==> src/source/prefix_pkg.sv <==
`default_nettype none

package prefix_pkg;

    // ~~~~~~~~~~~~~~~~~~~~~~~~~~~~~~~~~~~~~~~~~~~~~~~~~~~~~~~~~~~~
    // Widths
    // ~~~~~~~~~~~~~~~~~~~~~~~~~~~~~~~~~~~~~~~~~~~~~~~~~~~~~~~~~~~~
    localparam int PACKET_W  = 128;  // Fetch window, byte 0 in the top bits
    localparam int BYTE_W    = 8;
    localparam int NUM_SLOTS = 3;    // Leading bytes checked for prefixes
    localparam int SEG_W     = 6;    // One bit per segment register

    // Bit positions inside the segment one-hot
    localparam int SEG_ES = 0;
    localparam int SEG_CS = 1;
    localparam int SEG_SS = 2;
    localparam int SEG_DS = 3;
    localparam int SEG_FS = 4;
    localparam int SEG_GS = 5;

    // ~~~~~~~~~~~~~~~~~~~~~~~~~~~~~~~~~~~~~~~~~~~~~~~~~~~~~~~~~~~~
    // Types
    // ~~~~~~~~~~~~~~~~~~~~~~~~~~~~~~~~~~~~~~~~~~~~~~~~~~~~~~~~~~~~
    typedef logic [BYTE_W-1:0] byte_t;
    typedef logic [SEG_W-1:0]  seg_onehot_t;    // All zeros means no override
    typedef logic [1:0]        prefix_count_t;  // 0 to NUM_SLOTS

    // ~~~~~~~~~~~~~~~~~~~~~~~~~~~~~~~~~~~~~~~~~~~~~~~~~~~~~~~~~~~~
    // Prefix byte codes
    // ~~~~~~~~~~~~~~~~~~~~~~~~~~~~~~~~~~~~~~~~~~~~~~~~~~~~~~~~~~~~
    localparam byte_t PFX_REPNE  = 8'hF2;
    localparam byte_t PFX_REP    = 8'hF3;
    localparam byte_t PFX_OPSIZE = 8'h66;  // Operand-size override

    // Segment overrides
    localparam byte_t PFX_ES = 8'h26;
    localparam byte_t PFX_CS = 8'h2E;
    localparam byte_t PFX_SS = 8'h36;
    localparam byte_t PFX_DS = 8'h3E;
    localparam byte_t PFX_FS = 8'h64;
    localparam byte_t PFX_GS = 8'h65;

endpackage

`default_nettype wire

==> src/source/prefix_info_if.sv <==
`timescale 1ns/1ns
`default_nettype none

// Registered lookup result of one prefix slot
interface prefix_info_if import prefix_pkg::*; ();

    byte_t       raw_byte;   // Byte as fetched, used when it is the opcode
    logic        is_prefix;  // Byte is one of the known prefix codes
    logic        is_rep;
    logic        is_repne;
    seg_onehot_t seg;        // Segment override carried by this byte
    logic        is_opsize;

    modport producer (
        output raw_byte, is_prefix, is_rep, is_repne, seg, is_opsize
    );

    modport consumer (
        input raw_byte, is_prefix, is_rep, is_repne, seg, is_opsize
    );

endinterface

`default_nettype wire

==> src/source/window_capture.sv <==
`timescale 1ns/1ns
`default_nettype none

module window_capture import prefix_pkg::*; (
    input  wire logic                clk,
    input  wire logic                rst_n,
    input  wire logic [PACKET_W-1:0] packet,
    input  wire logic                packet_valid,
    output byte_t                    slot_byte [NUM_SLOTS],
    output byte_t                    tail_byte,
    output logic                     stage_valid
);

    localparam int TAIL_MSB = PACKET_W - 1 - NUM_SLOTS * BYTE_W;  // Byte after the slots

    byte_t tail_q;   // First stage copy of the tail byte
    logic  valid_q;  // First stage copy of the strobe

    // Only the leading bytes are kept, the rest of the window is not decoded here
    always_ff @(posedge clk or negedge rst_n) begin
        if (!rst_n) begin
            for (int i = 0; i < NUM_SLOTS; i++) begin
                slot_byte[i] <= '0;
            end
            tail_q  <= '0;
            valid_q <= 1'b0;
        end else begin
            for (int i = 0; i < NUM_SLOTS; i++) begin
                slot_byte[i] <= packet[PACKET_W - 1 - i * BYTE_W -: BYTE_W];  // MSB first
            end
            tail_q  <= packet[TAIL_MSB -: BYTE_W];
            valid_q <= packet_valid;
        end
    end

    // Second stage keeps pace with the lookup tables
    always_ff @(posedge clk or negedge rst_n) begin
        if (!rst_n) begin
            tail_byte   <= '0;
            stage_valid <= 1'b0;
        end else begin
            tail_byte   <= tail_q;
            stage_valid <= valid_q;
        end
    end

endmodule

`default_nettype wire

==> src/source/prefix_lut.sv <==
`timescale 1ns/1ns
`default_nettype none

module prefix_lut import prefix_pkg::*; (
    input  wire logic       clk,
    input  wire logic       rst_n,
    input  wire byte_t      prefix,
    prefix_info_if.producer info
);

    logic        pfx_c;
    logic        rep_c;
    logic        repne_c;
    logic        opsize_c;
    seg_onehot_t seg_c;

    // ~~~~~~~~~~~~~~~~~~~~~~~~~~~~~~~~~~~~~~~~~~~~~~~~~~~~~~~~~~~~
    // Byte classification
    // ~~~~~~~~~~~~~~~~~~~~~~~~~~~~~~~~~~~~~~~~~~~~~~~~~~~~~~~~~~~~
    always_comb begin
        pfx_c    = 1'b1;  // Cleared again by the default branch
        rep_c    = 1'b0;
        repne_c  = 1'b0;
        opsize_c = 1'b0;
        seg_c    = '0;
        case (prefix)
            PFX_REPNE:  repne_c  = 1'b1;
            PFX_REP:    rep_c    = 1'b1;
            PFX_OPSIZE: opsize_c = 1'b1;
            PFX_ES:     seg_c[SEG_ES] = 1'b1;
            PFX_CS:     seg_c[SEG_CS] = 1'b1;
            PFX_SS:     seg_c[SEG_SS] = 1'b1;
            PFX_DS:     seg_c[SEG_DS] = 1'b1;
            PFX_FS:     seg_c[SEG_FS] = 1'b1;
            PFX_GS:     seg_c[SEG_GS] = 1'b1;
            default:    pfx_c = 1'b0;  // Not a prefix, every flag stays clear
        endcase
    end

    // ~~~~~~~~~~~~~~~~~~~~~~~~~~~~~~~~~~~~~~~~~~~~~~~~~~~~~~~~~~~~
    // Result register
    // ~~~~~~~~~~~~~~~~~~~~~~~~~~~~~~~~~~~~~~~~~~~~~~~~~~~~~~~~~~~~
    always_ff @(posedge clk or negedge rst_n) begin
        if (!rst_n) begin
            info.raw_byte  <= '0;
            info.is_prefix <= 1'b0;
            info.is_rep    <= 1'b0;
            info.is_repne  <= 1'b0;
            info.seg       <= '0;
            info.is_opsize <= 1'b0;
        end else begin
            info.raw_byte  <= prefix;  // Kept so the merge stage can pick the opcode
            info.is_prefix <= pfx_c;
            info.is_rep    <= rep_c;
            info.is_repne  <= repne_c;
            info.seg       <= seg_c;
            info.is_opsize <= opsize_c;
        end
    end

endmodule

`default_nettype wire

==> src/source/prefix_merge.sv <==
`timescale 1ns/1ns
`default_nettype none

module prefix_merge import prefix_pkg::*; (
    input  wire logic       clk,
    input  wire logic       rst_n,
    prefix_info_if.consumer info [NUM_SLOTS],
    input  wire byte_t      tail_byte,
    input  wire logic       stage_valid,
    output prefix_count_t   num_prefixes,
    output logic            is_rep,
    output logic            is_repne,
    output seg_onehot_t     seg_override,
    output logic            is_opsize_override,
    output byte_t           opcode,
    output logic            decode_valid
);

    // Slot results unpacked into plain arrays
    logic [NUM_SLOTS-1:0] slot_pfx;
    logic [NUM_SLOTS-1:0] slot_rep;
    logic [NUM_SLOTS-1:0] slot_repne;
    logic [NUM_SLOTS-1:0] slot_opsize;
    seg_onehot_t          slot_seg [NUM_SLOTS];
    byte_t                slot_raw [NUM_SLOTS];

    // Merged values ahead of the output register
    logic          in_run;
    prefix_count_t count_c;
    logic          rep_c;
    logic          repne_c;
    logic          opsize_c;
    seg_onehot_t   seg_c;
    byte_t         opcode_c;

    for (genvar g = 0; g < NUM_SLOTS; g++) begin : g_unpack
        assign slot_pfx[g]    = info[g].is_prefix;
        assign slot_rep[g]    = info[g].is_rep;
        assign slot_repne[g]  = info[g].is_repne;
        assign slot_opsize[g] = info[g].is_opsize;
        assign slot_seg[g]    = info[g].seg;
        assign slot_raw[g]    = info[g].raw_byte;
    end

    // ~~~~~~~~~~~~~~~~~~~~~~~~~~~~~~~~~~~~~~~~~~~~~~~~~~~~~~~~~~~~
    // Leading run and flag merge
    // ~~~~~~~~~~~~~~~~~~~~~~~~~~~~~~~~~~~~~~~~~~~~~~~~~~~~~~~~~~~~
    always_comb begin
        in_run   = 1'b1;
        count_c  = '0;
        rep_c    = 1'b0;
        repne_c  = 1'b0;
        opsize_c = 1'b0;
        seg_c    = '0;
        for (int i = 0; i < NUM_SLOTS; i++) begin
            in_run = in_run & slot_pfx[i];  // Run ends at the first non-prefix byte
            if (in_run) begin
                count_c  = prefix_count_t'(i + 1);
                rep_c    = rep_c | slot_rep[i];
                repne_c  = repne_c | slot_repne[i];
                opsize_c = opsize_c | slot_opsize[i];
                if (slot_seg[i] != '0) begin
                    seg_c = slot_seg[i];  // Later override replaces an earlier one
                end
            end
        end
    end

    // Opcode is the first byte past the run
    always_comb begin
        opcode_c = tail_byte;  // All slots were prefixes
        for (int i = 0; i < NUM_SLOTS; i++) begin
            if (int'(count_c) == i) begin
                opcode_c = slot_raw[i];
            end
        end
    end

    // ~~~~~~~~~~~~~~~~~~~~~~~~~~~~~~~~~~~~~~~~~~~~~~~~~~~~~~~~~~~~
    // Output register
    // ~~~~~~~~~~~~~~~~~~~~~~~~~~~~~~~~~~~~~~~~~~~~~~~~~~~~~~~~~~~~
    always_ff @(posedge clk or negedge rst_n) begin
        if (!rst_n) begin
            num_prefixes       <= '0;
            is_rep             <= 1'b0;
            is_repne           <= 1'b0;
            seg_override       <= '0;
            is_opsize_override <= 1'b0;
            opcode             <= '0;
            decode_valid       <= 1'b0;
        end else begin
            num_prefixes       <= count_c;
            is_rep             <= rep_c;
            is_repne           <= repne_c;
            seg_override       <= seg_c;
            is_opsize_override <= opsize_c;
            opcode             <= opcode_c;
            decode_valid       <= stage_valid;  // Lines up with the data of the same window
        end
    end

endmodule

`default_nettype wire

==> src/source/prefix_decode.sv <==
`timescale 1ns/1ns
`default_nettype none

module prefix_decode import prefix_pkg::*; (
    input  wire logic                clk,
    input  wire logic                rst_n,
    input  wire logic [PACKET_W-1:0] packet,
    input  wire logic                packet_valid,
    output prefix_count_t            num_prefixes,
    output logic                     is_rep,
    output logic                     is_repne,
    output seg_onehot_t              seg_override,
    output logic                     is_opsize_override,
    output byte_t                    opcode,
    output logic                     decode_valid
);

    byte_t slot_byte [NUM_SLOTS];  // Captured leading bytes
    byte_t tail_byte;              // Byte after the slots, delayed to the merge stage
    logic  stage_valid;

    prefix_info_if info [NUM_SLOTS] ();

    window_capture u_capture (
        .clk          (clk),
        .rst_n        (rst_n),
        .packet       (packet),
        .packet_valid (packet_valid),
        .slot_byte    (slot_byte),
        .tail_byte    (tail_byte),
        .stage_valid  (stage_valid)
    );

    // One lookup table per slot, all checked in parallel
    for (genvar g = 0; g < NUM_SLOTS; g++) begin : g_lut
        prefix_lut u_lut (
            .clk    (clk),
            .rst_n  (rst_n),
            .prefix (slot_byte[g]),
            .info   (info[g])
        );
    end

    prefix_merge u_merge (
        .clk                (clk),
        .rst_n              (rst_n),
        .info               (info),
        .tail_byte          (tail_byte),
        .stage_valid        (stage_valid),
        .num_prefixes       (num_prefixes),
        .is_rep             (is_rep),
        .is_repne           (is_repne),
        .seg_override       (seg_override),
        .is_opsize_override (is_opsize_override),
        .opcode             (opcode),
        .decode_valid       (decode_valid)
    );

endmodule

`default_nettype wire

==> config.mk <==
export PLATFORM = sky130hd
export DESIGN_NAME = prefix_decode
export DESIGN_NICKNAME = d
export VERILOG_FILES = /design/src/source/prefix_pkg.sv /design/src/source/prefix_info_if.sv /design/src/source/window_capture.sv /design/src/source/prefix_lut.sv /design/src/source/prefix_merge.sv /design/src/source/prefix_decode.sv
export SDC_FILE = /design/constraint.sdc
export NUM_CORES = 1
export LEC_CHECK = 0
export BUFFER_PORTS_ARGS = -buffer_cell sky130_fd_sc_hd__clkbuf_2
export CORE_AREA = 2 2 94 96
export CTS_CLUSTER_SIZE = 16
export DETAILED_ROUTE_END_ITERATION = 10
export DIE_AREA = 0 0 96 98
export GPL_ROUTABILITY_DRIVEN = 0
export GPL_TIMING_DRIVEN = 0
export PLACE_DENSITY = 0.78
export SETUP_SLACK_MARGIN = 0.02
export SLEW_MARGIN = 10
export SYNTH_ARGS = -nofsm -noshare
export SYNTH_HDL_FRONTEND = slang
export SYNTH_HIERARCHICAL = 1
export SYNTH_SLANG_ARGS = --single-unit
==> constraint.sdc <==
create_clock -name clk -period 1.4 [get_ports clk]
set_clock_uncertainty 0.05 [all_clocks]
set_input_delay 0.28 -clock clk [delete_from_list [all_inputs] [get_ports clk]]
set_output_delay 0.28 -clock clk [all_outputs]
set_load 0.005 [all_outputs]
## Word-level counts from Yosys, hierarchy flattened

Cells that the tools add are included.

- Bits in registers: 116
- Bits of input ports: 131
- Output and inout port bits: 20
- Logic and storage cells: 127

- Equal/unequal tests: 29
- Multiplexer cells: 51
- Bitwise operators: 8
- Reduce and logical (&&, ||, !) cells: 7

Operators with widths:

| cell | count |
|---|---|
| == test 8 x 6 -> 1 bit, second input constant | 12 |
| == test 8 x 7 -> 1 bit, second input constant | 9 |
| == test 8 bit, second input constant | 6 |
| two-way mux 1 bit | 40 |
| two-way mux 6 bit | 6 |
| OR reduction 9 bit | 3 |
| two-way mux 8 bit | 3 |
| nonzero test 6 bit | 3 |
| bitwise OR 1 bit | 6 |
| == test 2 bit, second input constant | 2 |
| two-way mux 2 bit | 2 |
| bitwise AND 1 bit | 2 |
| logical NOT 2 bit | 1 |

## Longest topological paths before layout

- Depth after elaboration: 7
- Depth in mapped cells: 5

## By module

The synthesis kept the hierarchy.

By module, submodules not included:

| module | times used | cells an instance | area an instance (µm²) | seq. area each (µm²) |
|---|---|---|---|---|
| prefix_lut | 3 | 39 | 608.1 | 450.4 |
| prefix_merge | 1 | 106 | 1078.5 | 500.5 |
| window_capture | 1 | 42 | 1051.0 | 1051.0 |

## Least setup slack after synthesis

Ideal clock, no wire load.

- Path kind: register to register
- Start: register u_capture/slot_byte[23] (netlist name)
- End: register g_lut[0].u_lut.info.seg[5]
- Arrival: 1.166 ns
- Data required time: 1.270 ns
- Path slack: 0.104 ns
- Cell stages (with the launch flop): 4
- Buffers on the path: 0
- Cells stage by stage: dfrtp_1 nand3b_4 or4b_4 nor3b_2

- Word-level cells in the longest chain between the ends: 2

RTL lines:

| what | line | text |
|---|---|---|
| start, declared | window_capture.sv:9 | `output byte_t slot_byte [NUM_SLOTS],` |
| start signal, assigned by index | window_capture.sv:29 | `slot_byte[i] <= packet[PACKET_W - 1 - i * BYTE_W -: BYTE_W];` |
| == test 8 x 7 -> 1 bit | prefix_lut.sv:26 | `case (prefix)` |
| two-way mux 1 bit | prefix_lut.sv:26 |  |
| net g_lut[0].u_lut.seg_c[5] | prefix_lut.sv:15 | `seg_onehot_t seg_c;` |
| end signal, assigned | prefix_lut.sv:56 | `info.seg <= seg_c;` |
| end, declared | prefix_info_if.sv:15 | `output raw_byte, is_prefix, is_rep, is_repne, seg, is_opsize` |

The timed path passes the listed nets, and every way through them passes these cells.

## Worst setup path in the final report

- Start: register u_capture/slot_byte[15] (netlist name)
- End: register g_lut[1].u_lut.info.seg[5]

- Word-level cells in the longest chain between the ends: 2

RTL lines:

| what | line |
|---|---|
| == test 8 x 7 -> 1 bit | prefix_lut.sv:26 |
| two-way mux 1 bit | prefix_lut.sv:26 |
| net g_lut[1].u_lut.seg_c[5] | prefix_lut.sv:15 |
| end signal, assigned | prefix_lut.sv:56 |
| end, declared | prefix_info_if.sv:15 |

The timed path passes the listed nets, and every way through them passes these cells.

==> reports/qor.txt <==
RSZ-0062 raised after global routing -> true
Top cell type by total area after synthesis -> dfrtp_1
EDFF count, synth -> 0
Max_cap viols -> 0
Failing checks -> negative setup slack
CTS tree -> built
CP Launch Point -> u_capture/slot_byte[15]
Cell Area, Placed -> 4395 um^2
Mean Syn Cell Area -> 14.92 um^2
Largest net degree at the start of global routing -> 117
Power, Total -> 8.141 mW
CP startpoint kind -> flop
Core area -> 8466 um^2
Min cycle time layout -> 1.436 ns
Hold Crit Class -> flop to flop
Overflow after GRT -> 0
Antenna viol nets, final -> 0
Final period util -> 102.6%
Ports -> 151
R2r setup slk -> -0.04 ns
Clock buffer depth -> 2
Sequential area share after synthesis -> 73.42%
CP endpoint kind -> flop
Hold-critical path depth -> 0
Synth area leaders -> dfrtp_1, nand3b_4, nor3_1, mux2_4, nand3b_1
Yosys warning total -> 6
Setup Crit Path Kind -> flop to flop
Critical R2R Capture -> g_lut[1].u_lut/info.seg[5]
Peak VDD IR -> 1049 uV
Synth top area share -> 73.42%
Final setup fails -> 5
Critical path data required time -> 1.78 ns
Worst r2r src -> u_capture/slot_byte[15]
Clk Tree Root Cell -> clkbuf_8
Status -> finished with violations
Pleak -> 2.546 nW
P&R area growth vs syn -> 37.63%
Rel. slew slack -> 64.14%
Skew-Pair Late Insertion Delay -> 0.52 ns
Die W -> 96 um
Worst hold slack -> 0.2972 ns
Async SR Flop Fraction -> 100.0%
Routed via count -> 2621
Synthesis-stage register bit count -> 116
FMAX -> 696.2 MHz
Most frequent cell after synthesis -> dfrtp_1
Area of the multi-input gates -> 1056 um^2
Die Area -> 9408 um^2
Main synth FF type -> dfrtp_1
Antenna Cells -> 0
Clock sink count -> 116
# DRC -> 0
Fin area -> 5441 um^2
Post-route setup slack -> -0.03629 ns
CTS H-tree depth -> 4
Area occupied by registers -> 2910 um^2
DR iter-0 viols -> 197
PwrDens -> 1496 nW/um^2
Vias in the first global route -> 2785
Post-synth top cells -> dfrtp_1, nor3_1, a21oi_1, o21ai_0, nor2_1
CTS buffer count -> 17
Vias per cell -> 5.263
Antenna violations before repair -> 0
Layout cell share with drive strength beyond 1 -> 35.64%
Worst Path Arrival -> 1.82 ns
Synth Instances -> 265
First-pass GRT wire length -> 14.10 mm
Die height -> 98 um
Worst-path clk slew -> 0.06 ns
Routed Wire Length -> 8.651 mm
Largest fanout on the critical path -> 4
Rows -> 34
Netlist Area Pre-Place -> 3954 um^2
Worst slew pin tran -> 0.5379 ns
DPL Wire Length -> 4.786 mm
DRT Pass-1 Iters -> 4
HP Start -> u_capture/tail_q[1]
WL/cell -> 17.37 um
Post-Syn Nets -> 396
Starting Density -> 46.70%
Max Slew Vio Count -> 0
R2r worst-path depth -> 3
Post-synth cell types -> 35
Layout fillers -> 553
Tot GR Track Use -> 20.63%
Fin. Hold Viols -> 0
Worst Hold End -> u_capture/tail_byte[1]
Nets -> 509
IO Port Bufs -> 54
## through the flow
step / instances / worst slack, ns / util [%] / TNS, ns
floorplan: 265 / 0.1041 / - / 0
global placement: 427 / -1.426 / 51.49 / -164.99
detailed placement: 428 / -0.02701 / 51.92 / -0.03346
CTS: 495 / -0.03428 / 63.35 / -0.07331
global route: 498 / -0.08977 / 64.28 / -0.3704
finish: 498 / -0.03629 / 64.28 / -0.07948
## worst max-delay path by stage
stage                                       endpoint  slack [ns]  cells after the start
final                     g_lut[1].u_lut/info.seg[5]       -0.04                      3
after global routing      g_lut[0].u_lut/info.seg[5]       -0.09                      3
after CTS                 g_lut[0].u_lut/info.seg[5]       -0.03                      3
after detailed placement  g_lut[0].u_lut/info.seg[4]       -0.03                      3
after global placement       u_capture/slot_byte[17]       -1.43                      1
after floorplan           g_lut[0].u_lut/info.seg[5]        0.10                      3
## layout make-up
cell class              count  share of cell area, %
flip-flops and latches    116                  53.48
multi-input cells         138                  19.41
repair buffers             94                  12.58
clock buffers              21                  8.623
well taps                 108                  2.483
clock inverters            10                  2.253
plain buffers               8                 0.9657
inverters                   3                 0.2069
## timing repair
action                                  CTS  global route
resized for setup                         4            15
buffers inserted                          2             3
hold buffers                             34             0
endpoints found under the setup margin    7            18
hold endpoints to repair                149             0
pin swaps                                 1             2
## layout by cell type, fill, tap and decap left out, drive strengths merged, types with 5 or more instances in the layout
master | synthesis | layout
nand3b | 12 | 12
dlygate4sd3 | 0 | 34
mux2 | 6 | 6
nand2b | 6 | 6
nor3b | 7 | 7
dfrtp | 116 | 116
buf | 7 | 13
o21ai | 17 | 17
nand2 | 9 | 9
nor3 | 12 | 12
o22ai | 8 | 8
nor2 | 10 | 10
a31oi | 6 | 6
a21oi | 12 | 12
inv | 3 | 5
clkbuf | 1 | 76
and3 | 7 | 7
## kinds of logic (layout without fill, tap and decap cells)
family,after synthesis,after routing,synth area share (%)
and+or+nand+nor,78,78,14.72
buffers and inverters,11,136,1.614
AOI/OAI and AO/OA,54,54,8.165
muxes,6,6,2.089
DFF,116,116,73.42
## report_power, final
group,switching [mW],leakage [nW],total [mW],internal (mW)
Combinational,0.176,0.823,0.365,0.189
Sequential,0.0965,1.44,3.58,3.48
Clock,1.48,0.283,4.20,2.72
## flip-flops by register name (all words and copies together) (netlist names), 6 cells and up
register and flops:
g_lut.u_lut/info.raw_byte 24, g_lut.u_lut/info.seg 18, u_merge/seg_override 6, u_merge/opcode 8
u_capture/tail_q 8, u_capture/slot_byte 24, u_capture/tail_byte 8
## routing by layer
metal | vias up | part of all wire, % | global-route usage (%)
li1 | 1178 | - | -
met1 | 1328 | 39 | 24.77
met2 | 97 | 53 | 33.81
met3 | 18 | 5.2 | 6.636
met4 | 0 | 2.1 | 9.011
met5 | - | 0 | 0
## worst max-delay path: stages, from the launching register on
cell,delay [ns]
dfrtp_1,0.38
nand3b_4,0.19
or4b_4,0.55
nor3b_2,0.18
(Power assumes the default switching activity.)
